[src/fetch_config.svh]
`ifndef FETCH_CONFIG_SVH
`define FETCH_CONFIG_SVH

// Address and data widths
`define FETCH_ADDR_WIDTH 32
`define FETCH_BUS_WIDTH 64
`define FETCH_INSTR_WIDTH 32

// 4 KB pages, one-level table
`define FETCH_PAGE_BITS 12

// 8-entry direct-mapped TLB
`define FETCH_TLB_INDEX_BITS 3

// 16 lines of 4 bus words each
`define FETCH_LINE_WORDS 4
`define FETCH_CACHE_INDEX_BITS 4

`endif

[src/mem_bus_pkg.sv]
package mem_bus_pkg;

  // Master currently holding the shared Wishbone port
  typedef enum logic [1:0] {
    OWNER_NONE,
    OWNER_TLB,
    OWNER_CACHE
  } bus_owner_t;

  // Phase of one master's read traffic
  typedef enum logic {
    BUS_IDLE,
    BUS_WAIT_ACK
  } bus_cycle_t;

endpackage

[src/fetch_pkg.sv]
package fetch_pkg;

  typedef enum logic [1:0] {
    FETCH_TRANSLATE,  // Waiting on the TLB
    FETCH_READ,       // Waiting on the cache
    FETCH_HOLD        // Output parked for decode
  } fetch_state_t;

  typedef enum logic [1:0] {
    XLATE_LOOKUP,
    XLATE_WALK,
    XLATE_FILL
  } xlate_state_t;

  typedef enum logic [1:0] {
    FILL_LOOKUP,
    FILL_BUS,
    FILL_DONE
  } fill_state_t;

endpackage

[src/icache.sv]
`timescale 1ns/1ps
`include "fetch_config.svh"

module icache (
  input  logic                          clk,
  input  logic                          reset,
  input  logic                          read_req,
  input  logic [`FETCH_ADDR_WIDTH-1:0]  read_addr,
  input  logic                          wb_ack,
  input  logic [`FETCH_BUS_WIDTH-1:0]   wb_dat_i,
  output logic                          read_done,
  output logic [`FETCH_INSTR_WIDTH-1:0] read_data,
  output logic                          wb_cyc,
  output logic                          wb_stb,
  output logic [`FETCH_ADDR_WIDTH-1:0]  wb_adr
);
  import fetch_pkg::*;
  import mem_bus_pkg::*;

  localparam int WORD_BITS = $clog2(`FETCH_LINE_WORDS);
  localparam int OFFSET_BITS = WORD_BITS + 3;
  localparam int IDX_HI = OFFSET_BITS + `FETCH_CACHE_INDEX_BITS;
  localparam int TAG_BITS = `FETCH_ADDR_WIDTH - IDX_HI;
  localparam int LINES = 1 << `FETCH_CACHE_INDEX_BITS;

  logic [LINES-1:0]            valid;
  logic [TAG_BITS-1:0]         tag_mem [LINES];
  logic [`FETCH_BUS_WIDTH-1:0] data_mem [LINES*`FETCH_LINE_WORDS];

  fill_state_t state;
  bus_cycle_t  bus_phase;

  logic [`FETCH_ADDR_WIDTH-1:0]      req_addr;
  logic [WORD_BITS-1:0]              fill_word;  // Next word of the line to read
  logic [`FETCH_CACHE_INDEX_BITS-1:0] idx;
  logic [`FETCH_CACHE_INDEX_BITS-1:0] req_idx;
  logic                              hit;

  function automatic logic [`FETCH_INSTR_WIDTH-1:0] pick_half(
    input logic [`FETCH_BUS_WIDTH-1:0] word,
    input logic                        upper
  );
    return upper ? word[`FETCH_BUS_WIDTH-1:`FETCH_INSTR_WIDTH]
                 : word[`FETCH_INSTR_WIDTH-1:0];
  endfunction

  assign idx     = read_addr[IDX_HI-1:OFFSET_BITS];
  assign req_idx = req_addr[IDX_HI-1:OFFSET_BITS];
  assign hit     = valid[idx] && (tag_mem[idx] == read_addr[`FETCH_ADDR_WIDTH-1:IDX_HI]);

  // Line fill walks the aligned line under one cycle
  assign wb_adr = {req_addr[`FETCH_ADDR_WIDTH-1:OFFSET_BITS], fill_word, 3'b000};
  assign wb_cyc = (bus_phase == BUS_WAIT_ACK);
  assign wb_stb = wb_cyc;

  always_ff @(posedge clk) begin
    if (reset) begin
      state     <= FILL_LOOKUP;
      bus_phase <= BUS_IDLE;
      valid     <= '0;
      fill_word <= '0;
      read_done <= 1'b0;
    end else begin
      read_done <= 1'b0;
      case (state)
        FILL_LOOKUP: begin
          if (read_req && hit) begin
            read_done <= 1'b1;
          end else if (read_req) begin
            state     <= FILL_BUS;
            bus_phase <= BUS_WAIT_ACK;
            fill_word <= '0;
          end
        end
        FILL_BUS: begin
          if (wb_ack) begin
            fill_word <= fill_word + 1'b1;
            if (fill_word == WORD_BITS'(`FETCH_LINE_WORDS - 1)) begin
              state     <= FILL_DONE;
              bus_phase <= BUS_IDLE;
            end
          end
        end
        FILL_DONE: begin
          valid[req_idx] <= 1'b1;
          read_done      <= 1'b1;
          state          <= FILL_LOOKUP;
        end
        default: state <= FILL_LOOKUP;
      endcase
    end
  end

  always_ff @(posedge clk) begin
    if (state == FILL_LOOKUP && read_req) begin
      req_addr  <= read_addr;
      read_data <= pick_half(data_mem[{idx, read_addr[OFFSET_BITS-1:3]}], read_addr[2]);
    end
    if (state == FILL_BUS && wb_ack)
      data_mem[{req_idx, fill_word}] <= wb_dat_i;
    if (state == FILL_DONE) begin
      tag_mem[req_idx] <= req_addr[`FETCH_ADDR_WIDTH-1:IDX_HI];
      read_data <= pick_half(data_mem[{req_idx, req_addr[OFFSET_BITS-1:3]}], req_addr[2]);
    end
  end

endmodule

[config.mk]
export PLATFORM = sky130hd
export DESIGN_NAME = icache
export DESIGN_NICKNAME = d
export VERILOG_FILES = /design/src/mem_bus_pkg.sv /design/src/fetch_pkg.sv /design/src/icache.sv
export VERILOG_INCLUDE_DIRS = /design/src /design/src/src
export SDC_FILE = /design/constraint.sdc
export NUM_CORES = 2
export LEC_CHECK = 0
export BUFFER_PORTS_ARGS = -buffer_cell sky130_fd_sc_hd__buf_2
export CAP_MARGIN = 40
export CELL_PAD_IN_SITES_DETAIL_PLACEMENT = 2
export CELL_PAD_IN_SITES_GLOBAL_PLACEMENT = 2
export CORE_MARGIN = 10
export CORE_UTILIZATION = 52
export DETAILED_ROUTE_END_ITERATION = 10
export PLACE_DENSITY_LB_ADDON = 0.1
export RECOVER_POWER = 100
export SYNTH_ARGS = -nofsm -noshare
export SYNTH_HDL_FRONTEND = slang
export SYNTH_MEMORY_MAX_BITS = 65536
export SYNTH_SLANG_ARGS = --single-unit
[constraint.sdc]
create_clock -name clk -period 6.4 [get_ports clk]
set_clock_uncertainty 0.05 [all_clocks]
set_input_delay 1.28 -clock clk [delete_from_list [all_inputs] [get_ports clk]]
set_output_delay 1.28 -clock clk [all_outputs]
set_load 0.01 [all_outputs]
==> impl_metrics.ini <==
[logic_synthesis]
synth_mux_area_share_pct = 30.9
post_synth.cell_area_avg_um2 = 24.0
netlist_instances = 8565
yosys_warnings = 0
yosys.area_share.simple_pct = 0.624
synthFlopType = edfxtp_1
synth_seq_area_share_pct = 66.5
synth-compound-area-share_pct = 0.444
synth_top_area_share_pct = 66.2
ys_ff_latch = 4554
synthAdderAreaFrac_pct = 0.00609
synth-xor-area-share_pct = 0.102
yosys-top-cells-area = edfxtp_1 (66%), mux4_2 (30%), clkbuf_1 (0.67%)
async_flop_share_pct = 0
synth.most_common_cell = edfxtp_1
ys_types = 56
netlist_area_um2 = 205000
synth_top_family_by_area = multiplexers
synth_edf_count = 4526
synthTopCellsByCount = edfxtp_1 (4,526), mux4_2 (2,752), clkbuf_1 (365)
yosysTopAreaCell = edfxtp_1

[clock_network]
numCtsBuffers = 479
cts_resized = 0
insertion_delay_ps = 1050
cts_hold_buf = 0
clkTransAtPathRegs_ps = 60
cts_tree = done
cts_setup_buffers = 0
cts.htree.levels = 5
cts_root_buf = clkbuf_16
cts_sinks = 4554
cts_buffer_depth = 4

[detailed_routing]
drtIter0Drc = 18000
wl_per_cell_um = 48.5
drcViolationCount = 0
first_pass_iters = 5
routed_wl_mm = 713
viasPerCell = 7.54
ant_nets = 0
vias = 111000

[global_routing]
grt_max_degree = 89
antenna_found_initial = 62
grt_pass1_vias = 119000
grt.total_usage_pct = 33.9
grt_pass1_wl_mm = 994
overflow = 0

[worst_setup_path]
critPathRequiredTime_ps = 6980
crit_path_max_incr_delay_ps = 1900
crit_fanout = 22
cp_cell_sequence = nand2_1, nor2_1, and2_0, nand2_1, clkbuf_1, nor2_1, clkbuf_2
crit_type = reg -> reg
cp_slowest_cell = nor2_1
arrival_ps = 6150
crit_path_start_kind = flip-flop
setup.worst_path.end_class = flip-flop

[die]
rows = 230
io_pins = 167
die_area_um2 = 420000
start_util_pct = 52.3
die_y_um = 648
coreArea_um2 = 393000
die_w_um = 648

[power_and_ir_drop]
swShare_pct = 23.2
power_frac_comb_pct = 8.9
p_int_mw = 51.8
power_leakage_nw = 70.1
pwr-share-seq_pct = 49.1
power_frac_clock_pct = 42.0
switchingPower_mw = 15.6
max-vdd-ir-drop_mv = 0.247
p_per_area_nw_per_um2 = 293

[sta]
setup_viol = 0
fin_crit_sh_pct = 87.0
finalMaxSlewViolations = 7107
fmax_mhz = 180
fin_setup_tns_ps = 0
worstMarginPinSlew_ps = 3820
finalCriticalPeriod_ps = 5570
grt_setup_unrepaired = no
relSlewSlack_pct = -154
final_hold_viol_count = 0

[outcome]
status = finished, violations left
failed_checks = capacitance limit, slew limit

[layout]
fillers = 30400
layout-drive-gt1-share_pct = 40.3
nets = 9117
syn2layout_area_growth_pct = 11.9
fin_cells = 14700

[placed_design]
gp_congestion = 0.788
post-place-cells = 13700
numPortBuffers = 161
place_hpwl_mm = 401

[min_path]
hold_class = in -> reg

[flow_run]
maxCapViolations = 208
-- worst paths after layout --
path	cells past startpoint	end	slack (ps)	startpoint
worst min-delay path	1	data_mem[8][56]$_DFFE_PP_	400	wb_dat_i[56]
worst max register to register	7	data_mem[51][33]$_DFFE_PP_	830	state[0]$_SDFFE_PP0P_
worst max-delay path	7	data_mem[51][33]$_DFFE_PP_	830	state[0]$_SDFFE_PP0P_
worst min register to register	2	valid[12]$_SDFFE_PP0P_	430	valid[12]$_SDFFE_PP0P_
-- power groups by stage --
stage	registers, mW	logic, mW	clock network (mW)
4_1_cts	33.0	6.07	28.5
5_1_grt	33.1	6.24	29.6
3_5_place_dp	33.7	6.03	0
6_report	33.1	5.99	28.3
2_1_floorplan	33.6	3.88	0
3_3_place_gp	33.7	5.72	0
-- flip-flops by register name, indices dropped and copies added (netlist names), named ones only --
| name | flops |
|---|---|
| req_addr | 30 |
| data_mem | 4096 |
| tag_mem | 368 |
| state | 2 |
| fill_word | 2 |
| valid | 16 |
| read_done | 1 |
| read_data | 32 |
| wb_cyc | 1 |
-- routing by layer --
layer | vias up | track usage [%] | routed length (µm)
met2 | 7973 | 55.1 | 356000
met4 | 16 | 15.9 | 34700
met5 | - | 0 | 103
li1 | 39900 | - | -
met1 | 61300 | 45.1 | 249000
met3 | 1705 | 5.88 | 72700
-- cell families (layout without fill, tap and decap cells) --
family,count (synthesis),count (layout)
adder cells (fa/ha/maj),1,1
multiplexers,2888,2888
flip-flops,4554,4554
XOR/XNOR,24,24
other,1,77
AND/OR/NAND/NOR,264,264
buffers and inverters,701,1551
AO/OA/AOI/OAI,132,132
-- cells in the final DEF, fill, tap and decap left out, types with 12 or more instances in the layout --
| cell | Yosys | final |
|---|---|---|
| buf_2 | 185 | 12 |
| clkinv_2 | 0 | 98 |
| xnor2_1 | 21 | 21 |
| buf_12 | 0 | 111 |
| buf_4 | 46 | 133 |
| nor2_1 | 124 | 101 |
| nor2_4 | 0 | 14 |
| a211oi_1 | 37 | 37 |
| nor3_1 | 13 | 13 |
| clkinv_1 | 1 | 122 |
| clkinvlp_4 | 0 | 19 |
| a21oi_1 | 38 | 38 |
| clkbuf_2 | 0 | 38 |
| and2_1 | 35 | 30 |
| clkbuf_16 | 0 | 491 |
| mux2i_1 | 125 | 125 |
| edfxtp_1 | 4526 | 4526 |
| a22oi_1 | 15 | 15 |
| clkbuf_1 | 365 | 426 |
| bufinv_16 | 0 | 51 |
| diode_2 | 0 | 74 |
| dfxtp_1 | 28 | 22 |
| nand2_1 | 24 | 24 |
| mux4_2 | 2752 | 2752 |
-- worst max-delay path: cells and delay by family (launching register included) --
kind | cells | cell delay, ps
simple gates | 5 | 2940
buf+inv | 2 | 1560
flops | 1 | 500
-- cell type report --
| class | count | area (µm²) | area share, % |
|---|---|---|---|
| repair buffers | 663 | 5070 | 2.21 |
| diodes | 74 | 185 | 0.0806 |
| multi-input cells | 3312 | 65900 | 28.7 |
| inverters | 6 | 25.0 | 0.0109 |
| clock inverters | 313 | 2910 | 1.27 |
| clock buffers | 569 | 12600 | 5.49 |
| well taps | 5220 | 6530 | 2.84 |
| flip-flops and latches | 4554 | 136000 | 59.4 |
-- per-stage QoR --
stage / worst slack, ps / power [mW] / instance area, µm² / utilization (%) / hold WS (ps)
after floorplan: 1240 / 37.4 / 205000 / - / 385
after global placement: 1250 / 39.4 / 215000 / 54.8 / 397
after detailed placement: 1170 / 39.7 / 217000 / 55.2 / 434
after CTS: 2220 / 67.6 / 232000 / 59.1 / 346
after global routing: 896 / 68.9 / 230000 / 58.5 / 410
final: 829 / 67.4 / 230000 / 58.5 / 404
Power figures use the tool's default switching activity.
