`config.mk`:
```
export PLATFORM = sky130hd
export DESIGN_NAME = fetch_stage
export DESIGN_NICKNAME = d
export VERILOG_FILES = /design/src/fetch_pkg.sv /design/src/fetch_stage.sv
export VERILOG_INCLUDE_DIRS = /design/src /design/src/src
export SDC_FILE = /design/constraint.sdc
export NUM_CORES = 1
export LEC_CHECK = 0
export BUFFER_PORTS_ARGS = -buffer_cell sky130_fd_sc_hd__buf_2
export CAP_MARGIN = 25
export CORE_AREA = 2 2 117 119
export DETAILED_ROUTE_END_ITERATION = 10
export DIE_AREA = 0 0 119 121
export PLACE_DENSITY = 0.77
export SYNTH_ARGS = -nofsm -noshare
export SYNTH_HDL_FRONTEND = slang
export SYNTH_SLANG_ARGS = --single-unit
```
`constraint.sdc`:
```
create_clock -name clk -period 2.79 [get_ports clk]
set_clock_uncertainty 0.05 [all_clocks]
set_input_delay 0.279 -clock clk [delete_from_list [all_inputs] [get_ports clk]]
set_output_delay 0.279 -clock clk [all_outputs]
set_load 0.02 [all_outputs]
```
`src/fetch_config.svh`:
```
`ifndef FETCH_CONFIG_SVH
`define FETCH_CONFIG_SVH

// Address and data widths
`define FETCH_ADDR_WIDTH 32
`define FETCH_BUS_WIDTH 64
`define FETCH_INSTR_WIDTH 32

// 4 KB pages, one-level table
`define FETCH_PAGE_BITS 12

// 8-entry direct-mapped TLB
`define FETCH_TLB_INDEX_BITS 3

// 16 lines of 4 bus words each
`define FETCH_LINE_WORDS 4
`define FETCH_CACHE_INDEX_BITS 4

`endif

```
`src/fetch_pkg.sv`:
```
package fetch_pkg;

  typedef enum logic [1:0] {
    FETCH_TRANSLATE,  // Waiting on the TLB
    FETCH_READ,       // Waiting on the cache
    FETCH_HOLD        // Output parked for decode
  } fetch_state_t;

  typedef enum logic [1:0] {
    XLATE_LOOKUP,
    XLATE_WALK,
    XLATE_FILL
  } xlate_state_t;

  typedef enum logic [1:0] {
    FILL_LOOKUP,
    FILL_BUS,
    FILL_DONE
  } fill_state_t;

endpackage

```
`src/fetch_stage.sv`:
```
`timescale 1ns/1ps
`include "fetch_config.svh"

module fetch_stage (
  input  logic                          clk,
  input  logic                          reset,
  input  logic [`FETCH_ADDR_WIDTH-1:0]  entry_pc,
  input  logic                          ready,
  input  logic                          branch_taken,
  input  logic [`FETCH_ADDR_WIDTH-1:0]  branch_target,
  input  logic                          flush,
  input  logic [`FETCH_ADDR_WIDTH-1:0]  flush_pc,
  input  logic                          xlate_done,
  input  logic                          xlate_fault,
  input  logic [`FETCH_ADDR_WIDTH-1:0]  paddr,
  input  logic                          read_done,
  input  logic [`FETCH_INSTR_WIDTH-1:0] read_data,
  output logic                          xlate_req,
  output logic [`FETCH_ADDR_WIDTH-1:0]  vaddr,
  output logic                          read_req,
  output logic [`FETCH_ADDR_WIDTH-1:0]  read_addr,
  output logic                          instr_valid,
  output logic [`FETCH_INSTR_WIDTH-1:0] instr,
  output logic [`FETCH_ADDR_WIDTH-1:0]  pc,
  output logic                          fault
);
  import fetch_pkg::*;

  fetch_state_t state;

  logic [`FETCH_ADDR_WIDTH-1:0]  pc_q;
  logic                          issue;    // First cycle of a new translation
  logic                          discard;  // Result in flight belongs to an old PC
  logic                          out_valid;
  logic                          out_fault;
  logic [`FETCH_INSTR_WIDTH-1:0] out_instr;
  logic                          redirect;
  logic [`FETCH_ADDR_WIDTH-1:0]  redirect_pc;

  assign redirect    = flush || branch_taken;
  assign redirect_pc = flush ? flush_pc : branch_target;  // Flush first

  assign vaddr     = pc_q;
  assign xlate_req = (state == FETCH_TRANSLATE) && issue;
  assign read_req  = (state == FETCH_TRANSLATE) && xlate_done && !xlate_fault
                     && !discard && !redirect;
  assign read_addr = paddr;

  // A fresh cache result goes to decode in the cycle it arrives
  assign instr_valid = (state == FETCH_HOLD) ? out_valid
                                             : (state == FETCH_READ && read_done && !discard);
  assign instr = (state == FETCH_HOLD) ? out_instr : read_data;
  assign fault = (state == FETCH_HOLD) && out_valid && out_fault;
  assign pc    = pc_q;

  always_ff @(posedge clk) begin
    if (reset) begin
      state     <= FETCH_TRANSLATE;
      pc_q      <= entry_pc;
      issue     <= 1'b1;
      discard   <= 1'b0;
      out_valid <= 1'b0;
      out_fault <= 1'b0;
    end else begin
      issue <= 1'b0;
      if (redirect)
        pc_q <= redirect_pc;
      case (state)
        FETCH_TRANSLATE: begin
          if (xlate_done) begin
            if (discard || redirect) begin
              issue   <= 1'b1;   // Restart at the new PC
              discard <= 1'b0;
            end else if (xlate_fault) begin
              state     <= FETCH_HOLD;
              out_valid <= 1'b1;
              out_fault <= 1'b1;
            end else begin
              state <= FETCH_READ;
            end
          end else if (redirect) begin
            discard <= 1'b1;
          end
        end
        FETCH_READ: begin
          if (read_done) begin
            state <= FETCH_TRANSLATE;
            issue <= 1'b1;
            if (discard || redirect) begin
              discard <= 1'b0;
            end else if (ready) begin
              pc_q <= pc_q + 4;
            end else begin
              state     <= FETCH_HOLD;   // Decode stalled
              issue     <= 1'b0;
              out_valid <= 1'b1;
              out_fault <= 1'b0;
            end
          end else if (redirect) begin
            discard <= 1'b1;
          end
        end
        FETCH_HOLD: begin
          if (redirect) begin
            state     <= FETCH_TRANSLATE;
            issue     <= 1'b1;
            out_valid <= 1'b0;
            out_fault <= 1'b0;
          end else if (out_valid && ready) begin
            out_valid <= 1'b0;
            // A fault stays parked here until a redirect
            if (!out_fault) begin
              state <= FETCH_TRANSLATE;
              issue <= 1'b1;
              pc_q  <= pc_q + 4;
            end
          end
        end
        default: state <= FETCH_TRANSLATE;
      endcase
    end
  end

  always_ff @(posedge clk) begin
    if (state == FETCH_READ && read_done)
      out_instr <= read_data;
  end

endmodule

```
==> run_summary.xml <==
<?xml version="1.0" encoding="UTF-8"?>
<metrics>
  <group name="run_status">
    <metric name="run_status" unit="">finished, final reports clean</metric>
  </group>
  <group name="clock_tree">
    <metric name="htree_levels" unit="">3</metric>
    <metric name="ctsResizeCount" unit="">0</metric>
    <metric name="cts_sinks" unit="">70</metric>
    <metric name="cts_tree" unit="">built</metric>
    <metric name="maximum_buffer_depth_of_the_clock_tree" unit="">2</metric>
    <metric name="cts_post_setup_buffers_inserted" unit="">0</metric>
    <metric name="hold_buffers" unit="">0</metric>
    <metric name="cts-buffers-inserted" unit="">9</metric>
    <metric name="clk_pin_slew_worst_paths" unit="ns">0.06</metric>
    <metric name="buffer_cell_driving_the_clock_tree_root" unit="">clkbuf_16</metric>
    <metric name="clk-insertion-delay-late" unit="ns">0.34</metric>
  </group>
  <group name="layout">
    <metric name="fillers" unit="">1229</metric>
    <metric name="finalNonFillerCells" unit="">980</metric>
    <metric name="final-seq-area" unit="sq um">1740</metric>
    <metric name="syn_to_final_growth" unit="%">20.2</metric>
    <metric name="insertedDiodeCount" unit="">0</metric>
    <metric name="area_taken_by_multi_input_logic_gates" unit="sq um">3120</metric>
    <metric name="fin_nets" unit="">972</metric>
    <metric name="design_area" unit="sq um">6770</metric>
    <metric name="most_common_cell_after_layout_fill_and_taps_aside" unit="">buf_2</metric>
    <metric name="drive_above_1_share" unit="%">40.3</metric>
    <metric name="most-common-layout-cells" unit="">235 x buf_2, 58 x o21ai_0, 52 x nand2_1</metric>
  </group>
  <group name="critical_path">
    <metric name="worst_setup_path_end_kind" unit="">flip-flop</metric>
    <metric name="arrival" unit="ns">2.69</metric>
    <metric name="crit_family" unit="">compound AO/OA/AOI/OAI gates</metric>
    <metric name="critical_path.max_fanout" unit="">9</metric>
    <metric name="cp.required" unit="ns">2.92</metric>
    <metric name="path_common_cell" unit="">inv_1</metric>
    <metric name="slowest_stage" unit="">ha_1</metric>
    <metric name="critPathLaunchType" unit="">flip-flop</metric>
    <metric name="crit_path_cell_trace" unit="">inv_1, ha_1, inv_1, o31ai_4, buf_4, nand2_1, a32oi_1, a21oi_1</metric>
    <metric name="cp_buf_inv_count" unit="">3</metric>
    <metric name="timing.setup.critical_path_class" unit="">reg2reg</metric>
    <metric name="slowest_delay" unit="ns">0.49</metric>
  </group>
  <group name="logic_synthesis">
    <metric name="count_of_flip_flops_with_a_built_in_enable_after_synthesis" unit="">34</metric>
    <metric name="synth.lib_cells_used.distinct" unit="">76</metric>
    <metric name="yosys_warnings" unit="">0</metric>
    <metric name="syn-instance-count" unit="">640</metric>
    <metric name="synth-main-ff-cell" unit="">dfxtp_1</metric>
    <metric name="post_synthesis_area_per_instance" unit="sq um">8.80</metric>
    <metric name="syn-num-nets" unit="">813</metric>
    <metric name="postSynthRegisterBits" unit="">70</metric>
    <metric name="mappedNetlistArea" unit="sq um">5630</metric>
    <metric name="asyncSetResetFlopFracSynth" unit="%">0</metric>
    <metric name="seq_area_frac_synth" unit="%">30.9</metric>
  </group>
  <group name="place">
    <metric name="placement.io_buffers" unit="">235</metric>
    <metric name="detailedPlacementHpwl" unit="um">13800</metric>
    <metric name="pre_cts_ws" unit="ns">0.293</metric>
    <metric name="place_inst" unit="">964</metric>
    <metric name="placed_cell_area" unit="sq um">6470</metric>
    <metric name="gp_routability_congestion" unit="">0.901</metric>
  </group>
  <group name="grt">
    <metric name="global_route.usage.met1" unit="%">32.5</metric>
    <metric name="gr-usage-met2" unit="%">39.9</metric>
    <metric name="grt_first_pass_wirelength" unit="um">28300</metric>
    <metric name="first_global_vias" unit="">5311</metric>
    <metric name="antenna_violations_before_repair" unit="">0</metric>
    <metric name="global_route.usage.met3" unit="%">5.55</metric>
    <metric name="grt-busiest-layer" unit="">met2</metric>
    <metric name="globalRouteOverflowTotal" unit="">0</metric>
    <metric name="groute.usage.overall" unit="%">24.8</metric>
    <metric name="grt_max_degree" unit="">47</metric>
  </group>
  <group name="power">
    <metric name="ir_worst_vdd" unit="uV">335</metric>
    <metric name="power.share.switching" unit="%">40.4</metric>
    <metric name="report.power.total" unit="W">0.00447</metric>
    <metric name="static_leakage" unit="nW">2.93</metric>
    <metric name="pwr-share-comb" unit="%">42.3</metric>
    <metric name="cellInternalPower" unit="W">0.00266</metric>
    <metric name="seq_power_share" unit="%">31.7</metric>
    <metric name="pwr-share-clk" unit="%">26.0</metric>
    <metric name="power.net_switching" unit="W">0.00181</metric>
    <metric name="power-per-cell-area" unit="nW/um^2">661</metric>
  </group>
  <group name="route">
    <metric name="routed_length_per_placed_instance" unit="um">18.7</metric>
    <metric name="drt_pre_antenna_iters" unit="">7</metric>
    <metric name="drtAntennaViolNets" unit="">0</metric>
    <metric name="drt_drc_violations_left" unit="">0</metric>
    <metric name="detail_route.wirelength" unit="um">18300</metric>
    <metric name="drt-vias-per-instance" unit="">5.72</metric>
    <metric name="dr.first_iter.drc_count" unit="">524</metric>
    <metric name="routed-via-count" unit="">5610</metric>
  </group>
  <group name="floorplan">
    <metric name="core_region_area" unit="sq um">13100</metric>
    <metric name="die_area" unit="sq um">14400</metric>
    <metric name="pin_count" unit="">300</metric>
    <metric name="initial_utilization" unit="%">43.0</metric>
    <metric name="die_x" unit="um">119</metric>
    <metric name="placement_rows" unit="">42</metric>
    <metric name="die_y" unit="um">121</metric>
  </group>
  <group name="sta">
    <metric name="relSlewSlack" unit="%">46.7</metric>
    <metric name="timing.final.hold_violations" unit="">0</metric>
    <metric name="rsz0062_at_grt" unit="">false</metric>
    <metric name="setup_total_negative_slack" unit="ns">0</metric>
    <metric name="fmaxAchievable" unit="GHz">0.391</metric>
    <metric name="finalCritPeriodShare" unit="%">91.6</metric>
    <metric name="setup-violations-final" unit="">0</metric>
    <metric name="timing_worst_slew_pin_value" unit="ns">0.798</metric>
    <metric name="post-route-worst-setup-slack" unit="ns">0.236</metric>
    <metric name="finalCriticalPeriod" unit="ns">2.55</metric>
    <metric name="timing.final.max_slew_violations" unit="">0</metric>
  </group>
  <group name="hold_path">
    <metric name="hold_class" unit="">in2reg</metric>
  </group>
  <group name="run">
    <metric name="timing.max_cap.violations" unit="">0</metric>
  </group>
</metrics>
## through the flow
stage / hold slack [ns] / utilization (%)
floorplan: 0.328 / -
global placement: 0.418 / 49.4
detailed placement: 0.421 / 49.4
CTS: 0.0769 / 51.7
global route: 0.0717 / 51.7
finish: 0.0788 / 51.7
## cell usage after synthesis, drive strengths merged, types with 6 or more instances
| library cell | count | area share [%] |
|---|---|---|
| nand3 | 24 | 2.2 |
| mux2i | 21 | 3.7 |
| a32oi | 7 | 1.1 |
| nor4 | 7 | 1.3 |
| xor2 | 11 | 1.7 |
| nand4 | 8 | 1.0 |
| buf | 80 | 11 |
| o31ai | 9 | 1.4 |
| inv | 19 | 1.3 |
| nand2b | 17 | 1.9 |
| o21ai | 60 | 5.5 |
| xnor2 | 9 | 1.4 |
| edfxtp | 34 | 18 |
| and3 | 8 | 0.89 |
| clkbuf | 24 | 1.8 |
| a21oi | 25 | 2.4 |
| nor2 | 26 | 1.7 |
| a2bb2oi | 6 | 0.93 |
| nand2 | 52 | 3.5 |
| a31o | 7 | 1.1 |
| a31oi | 12 | 1.3 |
| dfxtp | 36 | 13 |
| nor3 | 9 | 0.80 |
| o211ai | 6 | 0.80 |
| a22oi | 7 | 0.93 |
| mux2 | 37 | 7.4 |
## layout make-up
type,instances,share of cell area (%)
timing repair buffer,252,19.4
inverter,19,1.05
clock inverter,6,1.02
clock buffer,10,3.38
sequential,70,25.7
multi-input combinational,447,46.1
tap,176,3.25
## metal layers
layer,up-vias,part of all wire [%]
li1,2639,-
met1,2595,41
met2,329,46
met3,47,9.5
met4,0,2.8
met5,-,0
## path summary, 6_finish.rpt
path	start	slack (ns)	end	cells past startpoint
worst max register to register	state[0]	0.24	pc[9]	8
worst min-delay path	read_data[17]	0.08	out_instr[17]	1
worst max-delay path	state[0]	0.24	pc[9]	8
worst min register to register	state[0]	0.46	state[0]	2
## power by group through the flow
stage,clock (W),combinational [W],sequential [W]
after floorplan,0,0.00137,0.00148
after global placement,0,0.00185,0.00143
after detailed placement,0,0.00187,0.00143
after CTS,0.00117,0.00188,0.00141
after global routing,0.00122,0.00203,0.00144
final,0.00116,0.00189,0.00142
## state kept, by name, summed over array words and instances, names as in the netlist
register / count
out_instr: 32
pc: 32
state: 2
discard: 1
issue: 1
out_fault: 1
out_valid: 1
## kinds of logic (layout without fill, tap and decap cells)
group,after synthesis,in the layout,synth area share (%)
AOI/OAI and AO/OA,177,177,21.6
buffers and inverters,123,287,13.7
muxes,58,58,11.1
adders and majority gates,5,5,1.11
xor gates and xnor gates,20,20,3.11
and+or+nand+nor,187,187,18.5
DFF,70,70,30.9
No activity file was read; power rests on OpenSTA's default activity.
