### src/fetch_config.svh
`ifndef FETCH_CONFIG_SVH
`define FETCH_CONFIG_SVH

// Address and data widths
`define FETCH_ADDR_WIDTH 32
`define FETCH_BUS_WIDTH 64
`define FETCH_INSTR_WIDTH 32

// 4 KB pages, one-level table
`define FETCH_PAGE_BITS 12

// 8-entry direct-mapped TLB
`define FETCH_TLB_INDEX_BITS 3

// 16 lines of 4 bus words each
`define FETCH_LINE_WORDS 4
`define FETCH_CACHE_INDEX_BITS 4

`endif

### src/mem_bus_pkg.sv
package mem_bus_pkg;

  // Master currently holding the shared Wishbone port
  typedef enum logic [1:0] {
    OWNER_NONE,
    OWNER_TLB,
    OWNER_CACHE
  } bus_owner_t;

  // Phase of one master's read traffic
  typedef enum logic {
    BUS_IDLE,
    BUS_WAIT_ACK
  } bus_cycle_t;

endpackage

### src/bus_arbiter.sv
`timescale 1ns/1ps
`include "fetch_config.svh"

module bus_arbiter (
  input  logic                         clk,
  input  logic                         reset,
  input  logic                         tlb_cyc,
  input  logic                         tlb_stb,
  input  logic [`FETCH_ADDR_WIDTH-1:0] tlb_adr,
  input  logic                         cache_cyc,
  input  logic                         cache_stb,
  input  logic [`FETCH_ADDR_WIDTH-1:0] cache_adr,
  input  logic                         wb_ack,
  output logic                         tlb_ack,
  output logic                         cache_ack,
  output logic                         wb_cyc,
  output logic                         wb_stb,
  output logic                         wb_we,
  output logic [`FETCH_ADDR_WIDTH-1:0] wb_adr
);
  import mem_bus_pkg::*;

  bus_owner_t owner;
  bus_owner_t grant;

  always_comb begin
    if (owner == OWNER_TLB && tlb_cyc)
      grant = OWNER_TLB;      // Owner keeps the bus until it drops cyc
    else if (owner == OWNER_CACHE && cache_cyc)
      grant = OWNER_CACHE;
    else if (cache_cyc)
      grant = OWNER_CACHE;    // Cache wins a tie
    else if (tlb_cyc)
      grant = OWNER_TLB;
    else
      grant = OWNER_NONE;
  end

  always_ff @(posedge clk) begin
    if (reset)
      owner <= OWNER_NONE;
    else
      owner <= grant;
  end

  always_comb begin
    wb_cyc = 1'b0;
    wb_stb = 1'b0;
    wb_adr = '0;
    case (grant)
      OWNER_TLB: begin
        wb_cyc = tlb_cyc;
        wb_stb = tlb_stb;
        wb_adr = tlb_adr;
      end
      OWNER_CACHE: begin
        wb_cyc = cache_cyc;
        wb_stb = cache_stb;
        wb_adr = cache_adr;
      end
      default: ;
    endcase
  end

  assign wb_we     = 1'b0;  // Fetch side only reads
  assign tlb_ack   = wb_ack && (grant == OWNER_TLB);
  assign cache_ack = wb_ack && (grant == OWNER_CACHE);

endmodule

### config.mk
export PLATFORM = sky130hd
export DESIGN_NAME = bus_arbiter
export DESIGN_NICKNAME = d
export VERILOG_FILES = /design/src/mem_bus_pkg.sv /design/src/bus_arbiter.sv
export VERILOG_INCLUDE_DIRS = /design/src /design/src/src
export SDC_FILE = /design/constraint.sdc
export NUM_CORES = 1
export LEC_CHECK = 0
export BUFFER_PORTS_ARGS = -buffer_cell sky130_fd_sc_hd__buf_2
export CAP_MARGIN = 20
export CORE_ASPECT_RATIO = 0.8
export CORE_MARGIN = 1
export CORE_UTILIZATION = 24
export CTS_CLUSTER_SIZE = 14
export DETAILED_ROUTE_END_ITERATION = 10
export PLACE_DENSITY = 0.91
export SYNTH_ARGS = -nofsm -noshare
export SYNTH_HDL_FRONTEND = slang
export SYNTH_SLANG_ARGS = --single-unit
### constraint.sdc
create_clock -name clk -period 2.1 [get_ports clk]
set_input_delay 0.21 -clock clk [delete_from_list [all_inputs] [get_ports clk]]
set_output_delay 0.21 -clock clk [all_outputs]
set_load 0.1 [all_outputs]
==> run metrics, run 1 <==
final core occ 87.16%; layout net count 229; Cells after Synth 53; die area between 2000 and 2500 sq um; Regs by FF count owner x2; Hold WS approximately 160 ps; All-Layer GR Usage 33.83%; status complete, no violations; layer with the highest usage met2; die span in y between 40 and 50 um; routability congestion estimate from global placement roughly 0.77; max reg flops 2; antenna violations before repair 0; number of global-route vias before repair ~1100; Initial Util between 20% and 30%; Max Cap Viol 0; leakage power 0.7784 nW; CP startpoint owner[1]$_SDFF_PP0_; Yosys warning count 0; Worst Path Required around 1900 ps; worst setup path category reg2out; commonest non-fill, non-tap cell in the layout buf_2; register area share after synthesis about 8.5%; CP max FO 34; placed cell count 175; grt met2 use 64.94%; core area about 1700 sq um; worst hold start reset; Reg with most FFs owner; unrepaired setup endpoints after global routing false; met3 Usage GRT approximately 8%; non-filler cells, final between 150 and 200; Routed WL 3.403 mm; Worst-Margin Slew 596.0 ps; DRC 0; vias ~1000; Setup Skew approximately 0.68 ps; Seq cells post-synth 2; initial drt markers 29; clock slew seen by the registers of the worst setup and hold paths around 30 ps; Avg Cell Area, Syn slightly below 9 sq um; first-pass GRT wire length roughly 5.3 mm; Worst setup SP type flop; layout cells sized above 1 about 73%; Critical Path AT approximately 1800 ps; post-synthesis cell area 470.5 sq um; Final Max Tran Viols 0; vias per cell 5.803; final worst path period share slightly below 100%; grt ovf 0; min cycle time layout roughly 2000 ps; Buffers on Ports between 100 and 150; hpwl dp 2.674 mm; die width between 50 and 60 um; antenna viol nets, final 0; Row Count 13; Peak VDD IR between 0.5 and 0.6 mV; worst hold path class in2reg; Slew Limit Headroom 60.27%; cts bufs inserted 3; net count after synthesis 124; most frequent cells in the layout buf_2, buf_12, a22o_1, clkbuf_4; Clock Sinks 2; area delta synth->final 219.4%; met1 usage between 20% and 30%; later-pin clock latency in the skew report ~230 ps; H-tree Lvls 1; PnR worst setup slack approximately 81 ps; Pre-Repair DR Iteration Count 5; n_diodes 0; buffer depth of the longest clock path 2; CTS tree done; Layout fillers 80; DR WL/cell 19.12 um; Critical Path End Type output pin; I/O pin cnt between 100 and 150; Hold Vio Cnt, Final 0; Place WS 25.23 ps; Unique masters post-synth 12; total negative setup slack 0 ps; Clk Tree Root Cell clkbuf_4; postcts setup bufs 0; Fmax achieved around 500 MHz; pin count of the biggest net entering global routing 35; Critical R2R Launch owner[1]$_SDFF_PP0_; power per cell area approximately 650 nW/um^2; endpoints failing setup 0
==> timing repair <==
action | 4_1_cts | 5_1_grt
endpoints found under the hold margin | 0 | 0
gates resized for setup | 1 | 0
hold buffers | 0 | 0
endpoints found under the setup margin | 33 | 0
==> critical path: stages, from the launching register on <==
cell and delay, ps:
dfxtp_1 330, nand3b_1 160, and2_2 560, a22o_1 320
buf_12 190
==> through the flow <==
stage               cell area (sq um)  total power, mW
floorplan                       470.5           0.5617
global placement                 1479           0.8707
detailed placement               1479           0.8875
CTS                              1503           0.9776
global route                     1503            1.005
finish                           1503           0.9794
==> final timing paths <==
path	slack (ps)	endpoint	depth (start not counted)
min reg2reg	930	owner[0]$_SDFF_PP0_	4
max	80	wb_adr[20]	4
max reg2reg	780	owner[1]$_SDFF_PP0_	3
min	160	owner[1]$_SDFF_PP0_	2
==> cell families (layout without fill, tap and decap cells) <==
group | Yosys count | count (layout) | synth area share (%)
flip-flops | 2 | 2 | 8.511
other | 1 | 1 | 0.7971
AND/OR/NAND/NOR | 8 | 8 | 10.91
buffers and inverters | 8 | 111 | 15.96
AO/OA/AOI/OAI | 34 | 34 | 63.83
==> layer usage <==
metal,up-vias,part of all wire (%)
met5,-,0
met4,0,8.6
met3,42,10
met2,97,53
met1,469,28
li1,425,-
==> area by class of cell <==
type                    instances  area [sq um]  area share, %
flip-flops and latches          2         40.04          2.664
repair buffers                108          1056          70.27
multi-input cells              43         356.6          23.73
clock buffers                   3         22.52          1.499
well taps                      22         27.53          1.832
==> synth_stat cells <==
master	n	area (sq um)
buf_4	4	30.03
nand3b_1	1	7.510
a21boi_2	1	11.26
nand2b_1	1	6.260
and3_1	1	6.260
or2_2	1	6.260
dfxtp_1	2	40.04
and2_1	2	12.51
conb_1	1	3.750
a22o_1	33	289.0
nor2b_1	2	12.51
buf_6	4	45.04
==> where the power goes <==
part           leakage (nW)  total [mW]  switching (mW)  internal, mW
logic                 0.748       0.850           0.551         0.299
clock network        0.0138      0.0876          0.0243        0.0633
registers            0.0166      0.0419         0.00151        0.0404
total                 0.778       0.979           0.577         0.402
Power figures use the tool's default switching activity.
==> inputs of run 2 (changes only) <==
--- a/config.mk
+++ b/config.mk
@@ -13,7 +13,7 @@
 export CORE_UTILIZATION = 24
 export CTS_CLUSTER_SIZE = 14
 export DETAILED_ROUTE_END_ITERATION = 10
-export PLACE_DENSITY = 0.91
+export PLACE_DENSITY = 0.94
 export SYNTH_ARGS = -nofsm -noshare
 export SYNTH_HDL_FRONTEND = slang
 export SYNTH_SLANG_ARGS = --single-unit
==> constraint.sdc (replaced) <==
create_clock -name clk -period 2.6 [get_ports clk]
set_input_delay 0.26 -clock clk [delete_from_list [all_inputs] [get_ports clk]]
set_output_delay 0.26 -clock clk [all_outputs]
set_load 0.1 [all_outputs]
==> run 2 against run 1 <==
  * Sequential share of layout area grew 1.0 points
  * Hold slack improved by 55 ps
  * Via count is 16% lower
  * Sequential cell count stayed put
  * Largest cell class unchanged
==> run metrics, run 2 (synthesis results as in run 1) <==
status complete, no violations; initial drt markers 8; Fmax achieved 528.0 MHz; Routed WL 2.275 mm; buffer depth of the longest clock path 2; Critical Path AT around 1600 ps; vias approximately 870; Setup Skew ~1.7 ps; DR WL/cell around 13 um; H-tree Lvls 1; clock slew seen by the registers of the worst setup and hold paths ~30 ps; worst hold path class in2reg; DRC 0; Crit path depth 5; worst setup path category reg2out; unrepaired setup endpoints after global routing false; Row Count 13; commonest non-fill, non-tap cell in the layout buf_2; Max Cap Viol 0; power per cell area a little under 600 nW/um^2; cts bufs inserted 3; Clk Tree Root Cell clkbuf_4; Critical Path End Type output pin; endpoints failing setup 0; Worst setup SP type flop; depth of the worst hold-timing path 2; die span in y roughly 42 um; die width approximately 50 um; Initial Util 27.29%; max reg flops 2; Post-CTS Hold Fix Bufs 0; total negative setup slack 0 ps; Pre-Repair DR Iteration Count 4; antenna viol nets, final 0; routability congestion estimate from global placement between 0.6 and 0.7; crit-path cells nand2b_1, a21boi_2, buf_4, a22o_1, buf_2; layout cells sized above 1 between 70% and 80%; Regs by FF count owner x2; most frequent cells in the layout buf_2, a22o_1, buf_12, buf_4, clkbuf_4; Reg with most FFs owner; later-pin clock latency in the skew report between 200 and 250 ps; I/O pin cnt 108; min cycle time layout 1894 ps; Buffers on Ports about 110; hpwl dp 1.934 mm; Clock Sinks 2; pin count of the biggest net entering global routing 20; Crit path largest cell delay about 420 ps; All-Layer GR Usage between 10% and 20%; first-pass GRT wire length 3.229 mm; area delta synth->final 129.8%; Hold Vio Cnt, Final 0; antenna violations before repair 0; Peak VDD IR between 0.4 and 0.5 mV; final worst path period share approximately 73%; grt ovf 0; CTS tree done; postcts setup bufs 0; Worst path slowest cell buf_2; worst path bufs/invs 2; final core occ a little over three fifths; die area between 2000 and 2500 sq um; CP max FO 19; number of global-route vias before repair 799; n_diodes 0; Worst Path Required around 2300 ps; core area roughly 1700 sq um; Final Max Tran Viols 0; post_cts resized 0; r2r worst-path depth 4; vias per cell ~4.8; leakage power around 0.66 nW; layout net count around 230; Worst path top cell family by delay buffers and inverters
run 2: cell types whose count changed in the layout (fill, tap and decap cells not counted), sizes merged:
cell	before	now
buf	108	110
run 2: area by class of cell:
cell class,count,area (sq um)
Multi-Input combinational cell,43,355.3
Clock buffer,3,22.52
Tap cell,22,27.53
Sequential cell,2,40.04
Fill cell,147,643.1
Timing Repair Buffer,110,635.6
run 2: power breakdown:
part,leakage [nW],total [mW],switching [mW],internal (mW)
Sequential,0.0166,0.0332,0.000600,0.0326
Clock,0.0138,0.0661,0.0153,0.0507
Combinational,0.627,0.539,0.412,0.127
Total,0.657,0.638,0.428,0.210
run 2: per-layer routing:
layer  wire (um)  GRT usage [%]  part of all wire [%]
met1         822          19.74                    36
met2        1226          37.66                    54
met3         225          2.564                   9.9
met4           0          5.946                     0
met5           0              0                     0
run 2: metrics by stage:
| stage | instance area [sq um] | setup WS (ps) | instances | power (mW) | hold slack, ps |
|---|---|---|---|---|---|
| 6_report | 1081 | 706.2 | 180 | 0.6379 | 210.6 |
| 2_1_floorplan | 470.5 | 697.6 | 53 | 0.4537 | 331.6 |
| 4_1_cts | 1081 | 698.4 | 180 | 0.6415 | 207.1 |
| 3_3_place_gp | 1059 | 964.6 | 177 | 0.5672 | 435.1 |
| 5_1_grt | 1081 | 622.7 | 180 | 0.6556 | 212.3 |
| 3_5_place_dp | 1059 | 918.4 | 177 | 0.5726 | 437.4 |
run 2: final timing paths:
check | startpoint | endpoint | slack (ps)
worst min-delay path | reset | owner[0]$_SDFF_PP0_ | 210
worst max-delay path | owner[1]$_SDFF_PP0_ | wb_adr[18] | 710
worst max register to register | owner[1]$_SDFF_PP0_ | owner[1]$_SDFF_PP0_ | 1530
worst min register to register | owner[0]$_SDFF_PP0_ | owner[0]$_SDFF_PP0_ | 820
==> inputs of run 3 (changes only) <==
--- a/config.mk
+++ b/config.mk
@@ -10,10 +10,10 @@
 export CAP_MARGIN = 20
 export CORE_ASPECT_RATIO = 0.8
 export CORE_MARGIN = 1
-export CORE_UTILIZATION = 24
+export CORE_UTILIZATION = 20
 export CTS_CLUSTER_SIZE = 14
 export DETAILED_ROUTE_END_ITERATION = 10
-export PLACE_DENSITY = 0.94
+export PLACE_DENSITY = 0.85
 export SYNTH_ARGS = -nofsm -noshare
 export SYNTH_HDL_FRONTEND = slang
 export SYNTH_SLANG_ARGS = --single-unit
==> constraint.sdc (replaced) <==
create_clock -name clk -period 1.6 [get_ports clk]
set_input_delay 0.16 -clock clk [delete_from_list [all_inputs] [get_ports clk]]
set_output_delay 0.16 -clock clk [all_outputs]
set_load 0.1 [all_outputs]
==> run 3 against run 2 <==
  * The run now ends with setup timing left
  * Hold slack lost 96 ps
  * Design area grew 78%
  * Clock-buffer cell count is the same
  * First-iteration DRC count grew to 4.6 times the previous value
  * Sequential share of layout area shrank 1.5 points
  * Sequential cell count is the same
  * Largest power group unchanged
  * Highest routed layer is now met4
==> run metrics, run 3 (synthesis results as in run 1) <==
die area ~2600 sq um; Hold WS 114.7 ps; Hold Vio Cnt, Final 0; worst hold path class in2reg; Regs by FF count owner x2; first-pass GRT wire length 4.754 mm; unrepaired setup endpoints after global routing true; Fmax achieved slightly above 600 MHz; worst setup path category reg2out; layout cells sized above 1 between 90% and 100%; CP max FO 7; r2r worst-path depth 4; final core occ between 80% and 90%; Max Cap Viol 0; CTS tree done; FF-to-FF setup slack approximately 500 ps; status finished, violations left; routability congestion estimate from global placement about 0.74; number of global-route vias before repair between 900 and 1000; pin count of the biggest net entering global routing 14; DRC 0; die span in y approximately 45 um; Clk Tree Root Cell clkbuf_4; die width between 50 and 60 um; area delta synth->final 308.5%; cts bufs inserted 3; min cycle time layout 1650 ps; CP startpoint owner[1]$_SDFF_PP0_; power consumption 1.435 mW; All-Layer GR Usage about a quarter; depth of the worst hold-timing path 2; Setup Skew around 1.5 ps; Crit path largest cell delay ~310 ps; buffer depth of the longest clock path 2; antenna viol nets, final 0; most frequent cells in the layout buf_2, buf_12, a22o_4, a22o_2, buf_6; later-pin clock latency in the skew report around 220 ps; I/O pin cnt approximately 110; Routed WL approximately 3.6 mm; Buffers on Ports about 110; non-filler cells, final 191; DR WL/cell roughly 19 um; clock slew seen by the registers of the worst setup and hold paths 30 ps; vias 983; violated checks setup timing; Critical R2R Launch owner[1]$_SDFF_PP0_; PnR worst setup slack -50.41 ps; commonest non-fill, non-tap cell in the layout buf_2; Worst path slowest cell dfxtp_2; Peak VDD IR 0.6506 mV; max reg flops 2; Initial Util roughly 21%; grt ovf 0; Pre-Repair DR Iteration Count 4; final worst path period share 103.2%; crit-path cells nand2b_4, a21boi_4, buf_4, buf_8, a22o_2, buf_12; initial drt markers 37; Critical Path End Type output pin; layout net count around 240; power per cell area between 700 and 800 nW/um^2; total negative setup slack -932.3 ps; n_diodes 0; H-tree Lvls 1; Clock Sinks 2; leakage power 0.9803 nW; Row Count 15; endpoints failing setup 34; Reg with most FFs owner; antenna violations before repair 0; Worst Path Required 1440 ps; Worst setup SP type flop; placed cell count roughly 180; Final Max Tran Viols 0; RR Endpoint owner[0]$_SDFF_PP0_; core area 2196 sq um; vias per cell between 5 and 6; CP endpoint wb_adr[15]; Critical Path AT 1490 ps
## run 3: cell types whose count changed in the layout (fill, tap and decap cells not counted), moves of 4 or more
| cell | before | now |
|---|---|---|
| a22o_1 | 33 | 0 |
| buf_12 | 5 | 36 |
| buf_2 | 101 | 73 |
| a22o_4 | 0 | 26 |
| a22o_2 | 0 | 7 |
| buf_6 | 0 | 4 |
## run 3: through the flow
stage | cell area [sq um] | worst slack [ps]
2_1_floorplan | 513.0 | 87.24
3_3_place_gp | 1560 | 197.8
3_5_place_dp | 1560 | 156.2
4_1_cts | 1798 | -26.34
5_1_grt | 1922 | -109.6
6_report | 1922 | -50.41
## run 3: worst max-delay path: cells and delay by family (launching register included)
family                 cells  cell delay [ps]
AOI/OAI and AO/OA          2              380
buffers and inverters      3              440
DFF                        1              310
and+or+nand+nor            1              140
## run 3: how the worst min path moves through the flow
| stage | startpoint | end | slack, ps |
|---|---|---|---|
| finish | reset | owner[1]$_SDFF_PP0_ | 110 |
| global route | reset | owner[1]$_SDFF_PP0_ | 120 |
| CTS | reset | owner[0]$_SDFF_PP0_ | 110 |
| detailed placement | reset | owner[0]$_SDFF_PP0_ | 350 |
| global placement | reset | owner[0]$_SDFF_PP0_ | 330 |
| floorplan | reset | owner[0]$_SDFF_PP0_ | 230 |
## run 3: area by class of cell
class | instances | area [sq um]
repair buffers | 118 | 1214
multi-input cells | 43 | 611.8
fillers | 92 | 274.0
flip-flops and latches | 2 | 42.54
well taps | 25 | 31.28
clock buffers | 3 | 22.52
## run 3: repair_timing
| action | in CTS | in global routing |
|---|---|---|
| gates resized for setup | 30 | 10 |
| pin swaps | 4 | 2 |
| gates cloned | 2 | 2 |
| buffers inserted | 0 | 3 |
| setup endpoints to repair | 33 | 34 |
| hold buffers | 0 | 0 |
## run 3: metal layers
| layer | vias to the layer above | wire length, um | GRT usage [%] |
|---|---|---|---|
| met5 | - | 0 | 0 |
| met4 | 0 | 110 | 11.22 |
| li1 | 450 | - | - |
| met1 | 458 | 1311 | 26.62 |
| met2 | 63 | 1960 | 49.05 |
| met3 | 12 | 237 | 5.114 |
## run 3: report_power, final
group / switching, mW / total (mW) / internal, mW
clock network: 0.0246 / 0.107 / 0.0824
logic: 0.767 / 1.27 / 0.505
registers: 0.00206 / 0.0556 / 0.0535
